--- src/design/blkdev_pkg.sv ---
/*
 * Shared constants and types for the block-device front end.
 * Slot numbering and bus widths follow the host protocol and are not meant to be changed.
 */

`default_nettype none

package blkdev_pkg;

	// ========================================================================
	// Drive slots
	// ========================================================================

	// One mount strobe per slot on the host side
	localparam int NUM_SLOTS = 3;

	// Host slot order: floppy 1, hard disk, floppy 2
	localparam int SLOT_FLOPPY1 = 0;
	localparam int SLOT_HDD = 1;
	localparam int SLOT_FLOPPY2 = 2;

	// Floppy outputs are packed, so floppy 2 sits at index 1
	localparam int NUM_FLOPPIES = 2;

	// ========================================================================
	// Host bus widths
	// ========================================================================

	// Image size in bytes as reported by the host
	localparam int IMG_SIZE_W = 64;

	// ========================================================================
	// Hard-disk sequencer
	// ========================================================================

	// Idle waits for a pending request; busy runs until the acknowledge falls
	typedef enum logic {
		SEQ_IDLE = 1'b0,
		SEQ_BUSY = 1'b1
	} seq_state_e;

endpackage

`default_nettype wire

--- src/design/blkdev_front_top.sv ---
/*
 * Block-device front end: mount bookkeeping for three drive slots and the
 * hard-disk request path. Single clock domain, synchronous reset dd_reset.
 * Read/write pulses reach the host as levels 2 cycles later.
 */

`timescale 1ns/1ps
`default_nettype none

module blkdev_front_top (
	input  wire logic                              clk_sys,
	input  wire logic                              dd_reset,
	input  wire logic                              hdd_read,
	input  wire logic                              hdd_write,
	input  wire logic                              sd_ack,
	input  wire logic [blkdev_pkg::NUM_SLOTS-1:0]  img_mounted,
	input  wire logic [blkdev_pkg::IMG_SIZE_W-1:0] img_size,
	input  wire logic                              img_readonly,
	output logic                                   sd_rd,
	output logic                                   sd_wr,
	output logic                                   cpu_wait,
	output logic [blkdev_pkg::NUM_FLOPPIES-1:0]    disk_mount,
	output logic [blkdev_pkg::NUM_FLOPPIES-1:0]    disk_change,
	output logic                                   hdd_mounted,
	output logic                                   hdd_protect
);

	// Between the capture stage and the sequencer
	logic rd_pending;
	logic wr_pending;
	logic take_clear;

	// ========================================================================
	// Mount bookkeeping
	// ========================================================================

	image_mount_tracker image_mount_tracker_i (
		.clk_sys      (clk_sys),
		.dd_reset     (dd_reset),
		.img_mounted  (img_mounted),
		.img_size     (img_size),
		.img_readonly (img_readonly),
		.disk_mount   (disk_mount),
		.disk_change  (disk_change),
		.hdd_mounted  (hdd_mounted),
		.hdd_protect  (hdd_protect)
	);

	// ========================================================================
	// Hard-disk request path
	// ========================================================================

	hdd_request_capture hdd_request_capture_i (
		.clk_sys    (clk_sys),
		.dd_reset   (dd_reset),
		.hdd_read   (hdd_read),
		.hdd_write  (hdd_write),
		.take_clear (take_clear),
		.rd_pending (rd_pending),
		.wr_pending (wr_pending)
	);

	// Talks to the host and holds the CPU
	hdd_host_sequencer hdd_host_sequencer_i (
		.clk_sys    (clk_sys),
		.dd_reset   (dd_reset),
		.rd_pending (rd_pending),
		.wr_pending (wr_pending),
		.sd_ack     (sd_ack),
		.take_clear (take_clear),
		.sd_rd      (sd_rd),
		.sd_wr      (sd_wr),
		.cpu_wait   (cpu_wait)
	);

endmodule

`default_nettype wire

--- src/design/hdd_host_sequencer.sv ---
/*
 * Second request stage: issues pending requests to the host as sd_rd/sd_wr
 * levels and stalls the CPU until the transfer ends. Read and write may be
 * issued together if both were pending. sd_ack is assumed synchronous to clk_sys.
 */

`timescale 1ns/1ps
`default_nettype none

module hdd_host_sequencer (
	input  wire logic clk_sys,
	input  wire logic dd_reset,
	input  wire logic rd_pending,
	input  wire logic wr_pending,
	input  wire logic sd_ack,
	output logic      take_clear,
	output logic      sd_rd,
	output logic      sd_wr,
	output logic      cpu_wait
);

	blkdev_pkg::seq_state_e state;

	// Acknowledge from the previous cycle, for edge detection
	logic ack_q;
	logic ack_rise;
	logic ack_fall;
	logic any_pending;

	// ========================================================================
	// Acknowledge edges
	// ========================================================================

	assign ack_rise = sd_ack & ~ack_q;
	assign ack_fall = ~sd_ack & ack_q;

	always_ff @(posedge clk_sys) begin
		if (dd_reset) begin
			ack_q <= 1'b0;
		end else begin
			ack_q <= sd_ack;
		end
	end

	// ========================================================================
	// Sequencer
	// ========================================================================

	assign any_pending = rd_pending | wr_pending;

	// Host has taken the request; lets the capture stage drop its flags
	assign take_clear = (state == blkdev_pkg::SEQ_BUSY) && ack_rise;

	// CPU stays stalled for the whole transfer, up to the acknowledge fall
	assign cpu_wait = (state == blkdev_pkg::SEQ_BUSY);

	always_ff @(posedge clk_sys) begin
		if (dd_reset) begin
			state <= blkdev_pkg::SEQ_IDLE;
			sd_rd <= 1'b0;
			sd_wr <= 1'b0;
		end else begin
			case (state)
				blkdev_pkg::SEQ_IDLE: begin
					if (any_pending) begin
						state <= blkdev_pkg::SEQ_BUSY;
						sd_rd <= rd_pending;
						sd_wr <= wr_pending;
					end
				end
				blkdev_pkg::SEQ_BUSY: begin
					if (ack_rise) begin
						// Request levels are withdrawn as soon as the host answers
						sd_rd <= 1'b0;
						sd_wr <= 1'b0;
					end else if (ack_fall) begin
						// Transfer done, a queued request goes out on the next edge
						state <= blkdev_pkg::SEQ_IDLE;
					end
				end
				default: begin
					state <= blkdev_pkg::SEQ_IDLE;
					sd_rd <= 1'b0;
					sd_wr <= 1'b0;
				end
			endcase
		end
	end

endmodule

`default_nettype wire

--- src/design/hdd_request_capture.sv ---
/*
 * First request stage: turns single-cycle read and write pulses into sticky
 * pending flags. A pulse in the same cycle as take_clear is dropped.
 */

`timescale 1ns/1ps
`default_nettype none

module hdd_request_capture (
	input  wire logic clk_sys,
	input  wire logic dd_reset,
	input  wire logic hdd_read,
	input  wire logic hdd_write,
	input  wire logic take_clear,
	output logic      rd_pending,
	output logic      wr_pending
);

	// Same-kind pulses merge into one pending request
	always_ff @(posedge clk_sys) begin
		if (dd_reset) begin
			rd_pending <= 1'b0;
			wr_pending <= 1'b0;
		end else if (take_clear) begin
			// Host has taken the request, both kinds go together
			rd_pending <= 1'b0;
			wr_pending <= 1'b0;
		end else begin
			if (hdd_read) begin
				rd_pending <= 1'b1;
			end
			if (hdd_write) begin
				wr_pending <= 1'b1;
			end
		end
	end

endmodule

`default_nettype wire

--- src/design/image_mount_tracker.sv ---
/*
 * Keeps the mount state of the two floppy slots and the hard-disk slot.
 * A zero img_size counts as an empty image. The change toggles only flip,
 * so a consumer has to compare against its own copy to see a new disk.
 */

`timescale 1ns/1ps
`default_nettype none

module image_mount_tracker (
	input  wire logic                              clk_sys,
	input  wire logic                              dd_reset,
	input  wire logic [blkdev_pkg::NUM_SLOTS-1:0]  img_mounted,
	input  wire logic [blkdev_pkg::IMG_SIZE_W-1:0] img_size,
	input  wire logic                              img_readonly,
	output logic [blkdev_pkg::NUM_FLOPPIES-1:0]    disk_mount,
	output logic [blkdev_pkg::NUM_FLOPPIES-1:0]    disk_change,
	output logic                                   hdd_mounted,
	output logic                                   hdd_protect
);

	// Shared by all slots, the host presents one size at a time
	logic img_present;

	assign img_present = |img_size;

	// ========================================================================
	// Floppy slots
	// ========================================================================

	// Floppy 1 reads slot 0, floppy 2 reads slot 2
	for (genvar i = 0; i < blkdev_pkg::NUM_FLOPPIES; i++) begin : g_floppy
		localparam int SLOT = (i == 0) ? blkdev_pkg::SLOT_FLOPPY1 :
			blkdev_pkg::SLOT_FLOPPY2;

		always_ff @(posedge clk_sys) begin
			if (dd_reset) begin
				disk_mount[i] <= 1'b0;
				disk_change[i] <= 1'b0;
			end else if (img_mounted[SLOT]) begin
				disk_mount[i] <= img_present;
				// Flips on every strobe, even a remount of the same image
				disk_change[i] <= ~disk_change[i];
			end
		end
	end

	// ========================================================================
	// Hard-disk slot
	// ========================================================================

	// No change toggle here; the sequencer fetches sectors on demand
	always_ff @(posedge clk_sys) begin
		if (dd_reset) begin
			hdd_mounted <= 1'b0;
			hdd_protect <= 1'b0;
		end else if (img_mounted[blkdev_pkg::SLOT_HDD]) begin
			hdd_mounted <= img_present;
			hdd_protect <= img_readonly;
		end
	end

endmodule

`default_nettype wire

--- config.mk ---
export PLATFORM = sky130hd
export DESIGN_NAME = blkdev_front_top
export DESIGN_NICKNAME = d
export VERILOG_FILES = /design/src/design/blkdev_pkg.sv /design/src/design/blkdev_front_top.sv /design/src/design/hdd_host_sequencer.sv /design/src/design/hdd_request_capture.sv /design/src/design/image_mount_tracker.sv
export SDC_FILE = /design/constraint.sdc
export NUM_CORES = 1
export LEC_CHECK = 0
export BUFFER_PORTS_ARGS = -buffer_cell sky130_fd_sc_hd__buf_2
export CORE_AREA = 2 2 48 50
export CTS_CLUSTER_SIZE = 25
export DETAILED_ROUTE_END_ITERATION = 16
export DIE_AREA = 0 0 50 52
export PLACE_DENSITY = 0.77
export SYNTH_ARGS = -nofsm -noshare
export SYNTH_HDL_FRONTEND = slang
export SYNTH_HIERARCHICAL = 1
export SYNTH_SLANG_ARGS = --single-unit
--- constraint.sdc ---
create_clock -name clk_sys -period 1.5 [get_ports clk_sys]
set_clock_uncertainty 0.1 [all_clocks]
set_input_delay 0.3 -clock clk_sys [delete_from_list [all_inputs] [get_ports clk_sys]]
set_output_delay 0.3 -clock clk_sys [all_outputs]
set_load 0.01 [all_outputs]
## Word-level counts from Yosys, hierarchy flattened

Index checks and enable logic that the tools add are counted.

| word-level totals | value |
|---|---|
| flip-flop bits (word level) | 12 |
| input port bits | 73 |

| operators by class | value |
|---|---|
| bitwise logic cells | 8 |
| eq/ne operators | 2 |
| mux-type cells | 9 |
| reductions and logical operators | 4 |

Operator list:

| cell | number |
|---|---|
| OR reduction 64 bit | 1 |
| 2-to-1 mux 1 bit | 6 |
| one-hot mux 1 bit (2 select lines) | 3 |
| inverter 1 bit | 5 |
| bitwise AND 1 bit | 2 |
| != test 2 x 1 -> 1 bit (second input constant) | 1 |
| != test 2 bit (second input constant) | 1 |
| AND reduction 2 bit | 1 |
| OR reduction 2 bit | 1 |
| logical AND 1 bit | 1 |
| OR 1 bit | 1 |

## Logic depth before layout (Yosys ltp)

Gate-level depths: netlist (run 1).

| logic depth | value |
|---|---|
| word-level depth | 5 |
| depth in mapped cells | 4 |
| depth with buffers taken out | 4 |

## Cells and area by module

The synthesis (run 1) kept the hierarchy.

By module, submodules not included:

| module | cells an instance | times used | area each (um^2) |
|---|---|---|---|
| image_mount_tracker | 39 | 1 | 336.6 |
| hdd_host_sequencer | 19 | 1 | 158.9 |
| hdd_request_capture | 6 | 1 | 57.6 |

## Worst setup path after synthesis (run 1)

Ideal clock, no wire load.

| timing path | value |
|---|---|
| path kind | input to register |
| from | input port img_size[10] (netlist name) |
| to | register image_mount_tracker_i/disk_mount[0] (netlist name) |
| stages | 4 |
| data arrival time | 1122 ps |
| setup slack | 146 ps |
| buffers on the path | 0 |
| cell sequence | nor4_1 > nand4_1 > nor4_2 > a211oi_1 |

| on the way | value |
|---|---|
| word-level cells in the longest chain between the ends | 1 |

RTL lines:

| what | RTL line | source |
|---|---|---|
| start, declared | blkdev_front_top.sv:17 | `input wire logic [blkdev_pkg::IMG_SIZE_W-1:0] img_size,` |
| OR reduction 64 bit | image_mount_tracker.sv:25 | `assign img_present = \|img_size;` |
| end signal, assigned by index | image_mount_tracker.sv:41 | `disk_mount[i] <= img_present;` |
| end, declared | image_mount_tracker.sv:16 | `output logic [blkdev_pkg::NUM_FLOPPIES-1:0] disk_mount,` |

Every way passes these cells.
A chain may end at the register's enable or synchronous reset.

## Worst setup path in the final report (run 1)

Same ends and word-level chain as after synthesis.

==> results.json, run 1 <==
{
  "num_rows": 17,
  "ys_seq_elements": 12,
  "startpoint_type": "input pin",
  "async_flop_share": 0,
  "reg2reg_from": "hdd_host_sequencer_i/ack_q$_SDFF_PP0_",
  "chipHeight_um": 52,
  "drtIter0Drc": 7,
  "fp.dieW_um": 50,
  "clock-sinks": 12,
  "min_period_over_period": 0.866,
  "post-cts-setup-buffers": 0,
  "port_buffers": 81,
  "synth_edf_count": 0,
  "hp-class": "in -> reg",
  "arrival_ns": 1.34,
  "clockPowerShare": 0.317,
  "core_um2": 2110,
  "grt_pass1_vias": 746,
  "wl_mm": 1.89,
  "h-tree-depth": 1,
  "drc": 0,
  "swShare": 0.248,
  "synth_ff_type": "dfxtp_1",
  "grt_antenna_before_repair": 0,
  "grt_use_met1": 0.146,
  "power_density_nw_per_um2": 774,
  "drv_slew": 0,
  "wl_per_cell_um": 10.7,
  "die_area_um2": 2600,
  "syn_inst": 64,
  "via_per_inst": 4.75,
  "power_uw": 797,
  "holdPathStages": 2,
  "top_usage_layer": "met2",
  "p_int_uw": 599,
  "reg2reg_slack_ns": 0.50,
  "clockBufferDepth": 2,
  "hold_end": "image_mount_tracker_i/hdd_mounted$_SDFFE_PP0P_",
  "ant_nets": 0,
  "r2r_end": "hdd_request_capture_i/rd_pending$_SDFFE_PP0P_",
  "finalSetupViolations": 0,
  "tightest_slew_ns": 0.317,
  "ys_types": 16,
  "fmax_mhz": 770,
  "seq_area_frac_synth": 0.434,
  "grt_pass1_wl_mm": 2.87,
  "boundaryPins": 82,
  "switchingPower_uw": 198,
  "cts_hold_buf": 0,
  "syn-cell-area_um2": 553,
  "gpl.final_weighted_congestion": 0.804,
  "fin_util": 0.489,
  "grt_max_degree": 13,
  "path_class": "in -> reg",
  "dp_hpwl_mm": 1.73,
  "finalSetupTns_ns": 0,
  "start_util": 0.263,
  "path_clk_slew_ns": 0.08,
  "hold_viol_final": 0,
  "required_ns": 1.54,
  "met3_usage": 0.0431,
  "drive_above_1_share": 0.584,
  "crit_path_end_kind": "register",
  "status": "finished clean",
  "hold_ws_ns": 0.151,
  "grtUsageMet2": 0.268,
  "cts_root_buffer": "clkbuf_4",
  "insertion_delay_ns": 0.27,
  "synth_warnings": 6,
  "syn_nets": 137,
  "avgSynthCellArea_um2": 8.64,
  "cts_resized": 0,
  "rsz0062_at_grt": "false",
  "p_comb_frac": 0.227,
  "grt_usage": 0.142,
  "cts_inserted_buffers": 3,
  "post-route-min-period_ns": 1.30,
  "min_from": "img_mounted[1]",
  "nFillCells": 219,
  "finalNetCount": 223,
  "power.leakage_nw": 0.517,
  "vdd_drop_max_uv": 286,
  "drt_pass1_iterations": 2,
  "seq_power_share": 0.456,
  "tritoncts": "done",
  "grt.overflow.total": 0,
  "crit_fanout": 3,
  "reg2reg_depth": 3,
  "diodes": 0,
  "slew_headroom": 0.787,
  "area_growth_pct": 86.2,
  "num_vias": 841,
  "maxCapViolations": 0
}
cell usage in the layout (no fill, tap or decap), drive strengths merged:
cell	count
o21ai	2
nor3	3
mux2i	1
nor2b	2
nor4	17
dfxtp	12
clkbuf	4
or2b	1
buf	81
nor2	10
nand3	2
xnor2	2
nand4	4
a21oi	2
a311oi	1
inv	2
a211oi	3
power groups by stage:
| stage | Combinational, mW | Clock, mW | Sequential, mW |
|---|---|---|---|
| 5_1_grt | 0.201 | 0.283 | 0.369 |
| 6_report | 0.181 | 0.253 | 0.364 |
| 2_1_floorplan | 0.0454 | 0 | 0.379 |
| 3_3_place_gp | 0.177 | 0 | 0.371 |
| 4_1_cts | 0.183 | 0.264 | 0.364 |
| 3_5_place_dp | 0.182 | 0 | 0.371 |
flip-flops by register name (all words and copies together), names as in the netlist:
| register | flops |
|---|---|
| image_mount_tracker_i/disk_change | 2 |
| image_mount_tracker_i/disk_mount | 2 |
| hdd_host_sequencer_i/ack_q | 1 |
| hdd_host_sequencer_i/cpu_wait | 1 |
| hdd_host_sequencer_i/sd_rd | 1 |
| hdd_host_sequencer_i/sd_wr | 1 |
| hdd_request_capture_i/rd_pending | 1 |
| hdd_request_capture_i/wr_pending | 1 |
| image_mount_tracker_i/hdd_mounted | 1 |
| image_mount_tracker_i/hdd_protect | 1 |
cell usage after synthesis, types with 2 or more instances:
| library cell | instances | area share |
|---|---|---|
| a211oi_1 | 3 | 0.041 |
| a21oi_1 | 2 | 0.018 |
| dfxtp_1 | 12 | 0.43 |
| inv_1 | 2 | 0.014 |
| nand3_1 | 2 | 0.018 |
| nand4_1 | 4 | 0.045 |
| nor2_1 | 10 | 0.068 |
| nor2b_1 | 2 | 0.023 |
| nor3_1 | 3 | 0.027 |
| nor4_1 | 15 | 0.17 |
| nor4_2 | 2 | 0.045 |
| o21ai_0 | 2 | 0.018 |
| xnor2_1 | 2 | 0.032 |
critical path: stages:
cell and delay [ns]:
buf_2 0.10, nor4_1 0.30, nand4_1 0.15, nor4_2 0.38, a211oi_1 0.12
how the worst max path moves through the flow:
stage	depth (start not counted)	startpoint	end	slack, ns
finish	5	img_size[10]	image_mount_tracker_i/disk_mount[0]$_SDFFE_PP0P_	0.20
global placement	5	img_size[10]	image_mount_tracker_i/hdd_mounted$_SDFFE_PP0P_	-0.08
global route	5	img_size[10]	image_mount_tracker_i/disk_mount[1]$_SDFFE_PP0P_	0.09
CTS	5	img_size[6]	image_mount_tracker_i/disk_mount[1]$_SDFFE_PP0P_	0.19
detailed placement	5	img_size[6]	image_mount_tracker_i/disk_mount[1]$_SDFFE_PP0P_	-0.12
floorplan	4	img_size[10]	image_mount_tracker_i/disk_mount[0]$_SDFFE_PP0P_	0.15
cell type report:
type                            count  area, um^2  area share
Tap cell                           28        35.0      0.0340
Timing Repair Buffer               81         405       0.394
Inverter                            2        7.51     0.00729
Clock buffer                        4        36.3      0.0352
Multi-Input combinational cell     50         305       0.296
Sequential cell                    12         240       0.233
cells by family after synthesis:
group | after synthesis | synth area share
XOR/XNOR | 2 | 0.0317
multiplexers | 1 | 0.0181
AND/OR/NAND/NOR | 39 | 0.409
flip-flops | 12 | 0.434
buffers and inverters | 2 | 0.0136
AO/OA/AOI/OAI | 8 | 0.0928
per-layer routing:
| layer | vias to the layer above | wire (um) |
|---|---|---|
| met2 | 47 | 1050 |
| met5 | - | 0 |
| met1 | 373 | 638 |
| met3 | 0 | 200 |
| met4 | 0 | 0 |
| li1 | 421 | - |
per-stage QoR:
| step | area [um^2] | instances | worst slack (ns) |
|---|---|---|---|
| finish | 1030 | 177 | 0.201 |
| global placement | 993 | 173 | -0.0830 |
| detailed placement | 993 | 173 | -0.115 |
| global route | 1030 | 177 | 0.0860 |
| floorplan | 553 | 64 | 0.146 |
| CTS | 1030 | 177 | 0.189 |
Note: power is estimated with default switching activity, not from simulation.
==> inputs of run 2 (changes only) <==
==> constraint.sdc (replaced) <==
create_clock -name clk_sys -period 1.5 [get_ports clk_sys]
set_clock_uncertainty 0.1 [all_clocks]
set_input_delay 0.15 -clock clk_sys [delete_from_list [all_inputs] [get_ports clk_sys]]
set_output_delay 0.15 -clock clk_sys [all_outputs]
set_load 0.01 [all_outputs]
==> run 2 against run 1 <==
Setup slack better by 0.16 ns; largest cell class unchanged; final cell count stayed put; power decreased by 0.60%; register-to-register slack improved by 0.03 ns; critical endpoint is now image_mount_tracker_i/disk_mount[1]$_SDFFE_PP0P_; die area unchanged.
==> results.json, run 2 (synthesized netlist as in run 1, its figures left out) <==
{
  "required_ns": 1.54,
  "maxCapViolations": 0,
  "gpl.final_weighted_congestion": 0.805,
  "fin_cells": 177,
  "dp_slack_ns": 0.0583,
  "p_int_uw": 599,
  "slew_headroom": 0.781,
  "chipHeight_um": 52,
  "insertion_delay_ns": 0.26,
  "switchingPower_uw": 193,
  "port_buffers": 81,
  "die_area_um2": 2600,
  "fp.dieW_um": 50,
  "grt_usage": 0.136,
  "tritoncts": "done",
  "power.leakage_nw": 0.517,
  "p_comb_frac": 0.228,
  "startpoint_type": "input pin",
  "cp-startpoint": "img_size[6]",
  "finalSetupTns_ns": 0,
  "nFillCells": 204,
  "grt.overflow.total": 0,
  "post-route-min-period_ns": 1.14,
  "core_um2": 2110,
  "drc": 0,
  "ant_nets": 0,
  "tightest_slew_ns": 0.326,
  "hp-class": "in -> reg",
  "reg2reg_depth": 3,
  "hold_viol_final": 0,
  "min_period_over_period": 0.759,
  "path_class": "in -> reg",
  "num_vias": 829,
  "dp_hpwl_mm": 1.70,
  "finalSetupViolations": 0,
  "grt_pass1_vias": 742,
  "arrival_ns": 1.18,
  "cts_resized": 0,
  "h-tree-depth": 1,
  "wl_mm": 1.85,
  "crit_fanout": 3,
  "final_cell_mix": "81 x buf_2, 15 x nor4_1, 12 x dfxtp_1",
  "timing.final.ws_setup_ns": 0.361,
  "layout_commonest_cell": "buf_2",
  "dp.cells": 173,
  "finalNetCount": 223,
  "seq_power_share": 0.459,
  "worstSetupEndpoint": "image_mount_tracker_i/disk_mount[1]$_SDFFE_PP0P_",
  "diodes": 0,
  "cts_hold_buf": 0,
  "grt_pass1_wl_mm": 2.75,
  "boundaryPins": 82,
  "wl_per_cell_um": 10.4,
  "rsz0062_at_grt": "false",
  "num_rows": 17,
  "power_uw": 793,
  "fmax_mhz": 878,
  "drt_pass1_iterations": 3,
  "cts_root_buffer": "clkbuf_4",
  "path_clk_slew_ns": 0.07,
  "drive_above_1_share": 0.584,
  "area_growth_pct": 86.2,
  "clock-sinks": 12,
  "grt_max_degree": 13,
  "swShare": 0.244,
  "reg_top3": "image_mount_tracker_i/disk_change (2), image_mount_tracker_i/disk_mount (2)",
  "r2r_end": "hdd_request_capture_i/rd_pending$_SDFFE_PP0P_",
  "post-cts-setup-buffers": 0,
  "clockPowerShare": 0.313,
  "reg2reg_from": "hdd_host_sequencer_i/ack_q$_SDFF_PP0_",
  "grt_antenna_before_repair": 0,
  "clockBufferDepth": 2,
  "via_per_inst": 4.68,
  "start_util": 0.263,
  "power_density_nw_per_um2": 770,
  "drv_slew": 0,
  "vdd_drop_max_uv": 304,
  "status": "finished clean",
  "reg2reg_slack_ns": 0.53,
  "crit_path_end_kind": "register",
  "cts_inserted_buffers": 3,
  "drtIter0Drc": 5
}
==> run 2: cell counts in the layout (fill, tap and decap cells not counted) <==
No cell type changed its count.
==> run 2: final cells by class <==
class	count	area (um^2)	share of cell area
Timing Repair Buffer	81	405	0.394
Multi-Input combinational cell	50	305	0.296
Sequential cell	12	240	0.233
Clock buffer	4	36.3	0.0352
Tap cell	28	35.0	0.0340
Inverter	2	7.51	0.00729
==> run 2: worst max-delay path, cell delays in order <==
cell and delay [ns]:
buf_2 0.09, nor4_1 0.28, nand4_1 0.14, nor4_2 0.39, a211oi_1 0.13
==> run 2: metrics by stage <==
stage	instance area [um^2]	hold WS, ns	utilization
3_3_place_gp	993	0.287	0.472
6_report	1030	0.0109	0.489
4_1_cts	1030	0.000623	0.489
3_5_place_dp	993	0.291	0.472
2_1_floorplan	553	0.117	-
5_1_grt	1030	0.00238	0.489
==> run 2: how the worst min path moves through the flow <==
stage                     slack, ns  cells past startpoint            from                                              to
after CTS                    0.0006                      2  img_mounted[1]  image_mount_tracker_i/hdd_mounted$_SDFFE_PP0P_
after detailed placement       0.29                      2  img_mounted[1]  image_mount_tracker_i/hdd_mounted$_SDFFE_PP0P_
after floorplan                0.12                      1        dd_reset           hdd_host_sequencer_i/ack_q$_SDFF_PP0_
after global placement         0.29                      2  img_mounted[1]  image_mount_tracker_i/hdd_mounted$_SDFFE_PP0P_
after global routing          0.002                      2  img_mounted[1]  image_mount_tracker_i/hdd_mounted$_SDFFE_PP0P_
final                          0.01                      2  img_mounted[1]  image_mount_tracker_i/hdd_mounted$_SDFFE_PP0P_
==> run 2: power groups by stage <==
stage | sequential [mW] | combinational [mW] | clock (mW)
3_5_place_dp | 0.371 | 0.183 | 0
3_3_place_gp | 0.371 | 0.177 | 0
2_1_floorplan | 0.379 | 0.0454 | 0
4_1_cts | 0.364 | 0.183 | 0.260
6_report | 0.364 | 0.181 | 0.248
5_1_grt | 0.369 | 0.201 | 0.277
==> run 2: metal layers <==
| metal | vias to the layer above | share of wire | global-route usage |
|---|---|---|---|
| met3 | 0 | 0.097 | 0.0230 |
| met2 | 47 | 0.56 | 0.259 |
| met1 | 361 | 0.34 | 0.148 |
| li1 | 421 | - | - |
| met4 | 0 | 0 | 0.0556 |
| met5 | - | 0 | 0 |
==> inputs of run 3 (changes only) <==
ABC_AREA = 1   (was not set)
CORE_AREA = 2 2 52 54   (was 2 2 48 50)
DIE_AREA = 0 0 54 56   (was 0 0 50 52)
PLACE_DENSITY = 0.75   (was 0.77)
clock period = 1 ns   (was 1.5 ns; I/O delays follow)
==> run 3 against run 2 <==
Critical path depth decreased by 4; setup slack got worse by 0.32 ns; die area increased by 16%; register-to-register slack got worse by 0.47 ns; sequential share of layout area decreased by 3.0 points; non-clock buffer count increased by 4; synthesized cell count increased by 83%; largest cell class unchanged; largest power group unchanged.
==> results.json, run 3 <==
{
  "multiInputGateArea_um2": 399,
  "cts_root_buffer": "clkbuf_4",
  "path_clk_slew_ns": 0.07,
  "reg_top3": "image_mount_tracker_i/disk_change (2), image_mount_tracker_i/disk_mount (2)",
  "syn-cell-area_um2": 673,
  "max_stage_delay_ns": 0.36,
  "tightest_slew_ns": 0.200,
  "reg2reg_depth": 3,
  "slew_headroom": 0.867,
  "fp.dieW_um": 54,
  "r2r_end": "hdd_host_sequencer_i/sd_wr$_SDFFE_PP0P_",
  "fin_cells": 236,
  "power_density_nw_per_um2": 1040,
  "layout_commonest_cell": "buf_2",
  "grt.overflow.total": 0,
  "finalSetupTns_ns": 0,
  "via_per_inst": 4.04,
  "ys_types": 12,
  "cts_inserted_buffers": 3,
  "grt_usage": 0.132,
  "power_mw": 1.24,
  "syn_inst": 117,
  "vdd_drop_max_uv": 664,
  "min_period_over_period": 0.962,
  "maxCapViolations": 0,
  "chipHeight_um": 56,
  "synth_top_cells_by_area": "dfxtp_1 36%, nor2_1 30%, nand2_1 14%",
  "finalSetupViolations": 0,
  "arrival_ns": 0.76,
  "crit_path_end_kind": "output port",
  "diodes": 0,
  "async_flop_share": 0,
  "path_cells": "buf_2",
  "finalNetCount": 280,
  "nFillCells": 253,
  "reg2reg_from": "hdd_request_capture_i/wr_pending$_SDFFE_PP0P_",
  "critPathBufInv": 1,
  "synth_ff_type": "dfxtp_1",
  "final_cell_mix": "81 x buf_2, 54 x nor2_1, 26 x nand2_1",
  "seq_area_frac_synth": 0.357,
  "critPathTopFamily": "flip-flops",
  "insertion_delay_ns": 0.27,
  "syn_nets": 190,
  "required_ns": 0.80,
  "synthMostInstantiatedCell": "nor2_1",
  "wl_mm": 1.87,
  "grt_pass1_vias": 880,
  "holdPathStages": 3,
  "core_um2": 2430,
  "synth_warnings": 6,
  "num_vias": 954,
  "path_class": "reg -> out",
  "clock-sinks": 12,
  "dp.cells": 228,
  "gpl.final_weighted_congestion": 0.743,
  "grt_antenna_before_repair": 0,
  "crit_fanout": 4,
  "post-route-min-period_ns": 0.962,
  "drive_above_1_share": 0.442,
  "area_growth_pct": 77.5,
  "synth_top_area_share": 0.357,
  "startpoint_type": "register",
  "fmax_mhz": 1040,
  "ys_seq_elements": 12,
  "boundaryPins": 82,
  "rsz0062_at_grt": "false",
  "crit_slowest_cell": "dfxtp_2",
  "synth_edf_count": 0,
  "drtIter0Drc": 6,
  "reg2reg_slack_ns": 0.06,
  "num_rows": 18,
  "port_buffers": 81,
  "ant_nets": 0,
  "drt_pass1_iterations": 4,
  "drv_slew": 0,
  "hp-class": "in -> reg",
  "synth.largest_area_cell": "dfxtp_1",
  "h-tree-depth": 1,
  "die_area_um2": 3020,
  "start_util": 0.277,
  "dp_hpwl_mm": 1.60,
  "drc": 0,
  "timing.final.ws_setup_ns": 0.0375,
  "avgSynthCellArea_um2": 5.75,
  "hold_ws_ns": 0.00618,
  "grt_pass1_wl_mm": 3.13,
  "tritoncts": "done",
  "synth_commonest_cells": "54 x nor2_1, 26 x nand2_1, 12 x dfxtp_1, 8 x inv_1, 6 x nand3_1",
  "clockBufferDepth": 2,
  "seqCellArea_um2": 243,
  "hold_viol_final": 0,
  "status": "finished clean",
  "post-cts-setup-buffers": 0,
  "min_from": "img_mounted[0]",
  "wl_per_cell_um": 7.92,
  "hold_end": "image_mount_tracker_i/disk_change[0]$_SDFFE_PP0P_",
  "power.leakage_nw": 0.654,
  "dp_slack_ns": -0.0736,
  "grt_max_degree": 12
}
==> run 3: cell count changes after synthesis, sizes merged <==
cell and delta:
nor2 +46, nand2 +26, nor4 -17, inv +7, nand3 +4, nand4 -4, a211oi -3, nor3 -3
nor2b -2, a21oi +1, a311oi -1, or2b -1
==> run 3: report_power, final <==
part	internal (mW)	switching, mW	total, mW	leakage [nW]
Combinational	0.184	0.135	0.319	0.533
Sequential	0.521	0.0256	0.547	0.100
Clock	0.221	0.154	0.375	0.0210
Total	0.926	0.315	1.24	0.654
==> run 3: layout make-up <==
class | instances | area share
Tap cell | 30 | 0.0314
Sequential cell | 12 | 0.203
Timing Repair Buffer | 85 | 0.373
Inverter | 9 | 0.0283
Clock buffer | 4 | 0.0304
Multi-Input combinational cell | 96 | 0.334
==> run 3: per-stage QoR <==
stage	util	instance area, um^2
after floorplan	-	673
final	0.491	1190
after detailed placement	0.459	1120
after global routing	0.491	1190
after CTS	0.491	1190
after global placement	0.459	1120
==> run 3: routing by layer <==
layer | wire length [um] | GRT usage
met2 | 887 | 0.247
met1 | 716 | 0.126
met5 | 0 | 0
met4 | 23 | 0.0643
met3 | 241 | 0.0323
==> run 3: worst register-to-register path, stage by stage, from the launching register on <==
cell and delay [ns]:
dfxtp_1 0.33, o21ai_2 0.20, nand3_1 0.09, a21oi_1 0.15
==> run 3: worst max path at each step <==
stage / from / end / slack, ns / cells past startpoint
after floorplan: hdd_host_sequencer_i/cpu_wait$_SDFF_PP0_ / hdd_request_capture_i/wr_pending$_SDFFE_PP0P_ / 0.08 / 5
after global placement: img_size[21] / image_mount_tracker_i/disk_mount[0]$_SDFFE_PP0P_ / -0.06 / 9
after detailed placement: img_size[61] / image_mount_tracker_i/hdd_mounted$_SDFFE_PP0P_ / -0.07 / 9
after CTS: hdd_host_sequencer_i/cpu_wait$_SDFF_PP0_ / cpu_wait / 0.02 / 1
after global routing: hdd_host_sequencer_i/cpu_wait$_SDFF_PP0_ / cpu_wait / 0.004 / 1
final: hdd_host_sequencer_i/cpu_wait$_SDFF_PP0_ / cpu_wait / 0.04 / 1
==> run 3: logic make-up after synthesis <==
kind of cell / after synthesis / share of synthesized area
xor gates and xnor gates: 2 / 0.0260
and+or+nand+nor: 88 / 0.509
AOI/OAI and AO/OA: 5 / 0.0427
buffers and inverters: 9 / 0.0502
muxes: 1 / 0.0149
DFF: 12 / 0.357
==> run 3: timing repair <==
action,4_1_cts,5_1_grt
hold endpoints to repair,4,0
setup endpoints to repair,1,1
gates resized for setup,1,1
hold buffers,4,0
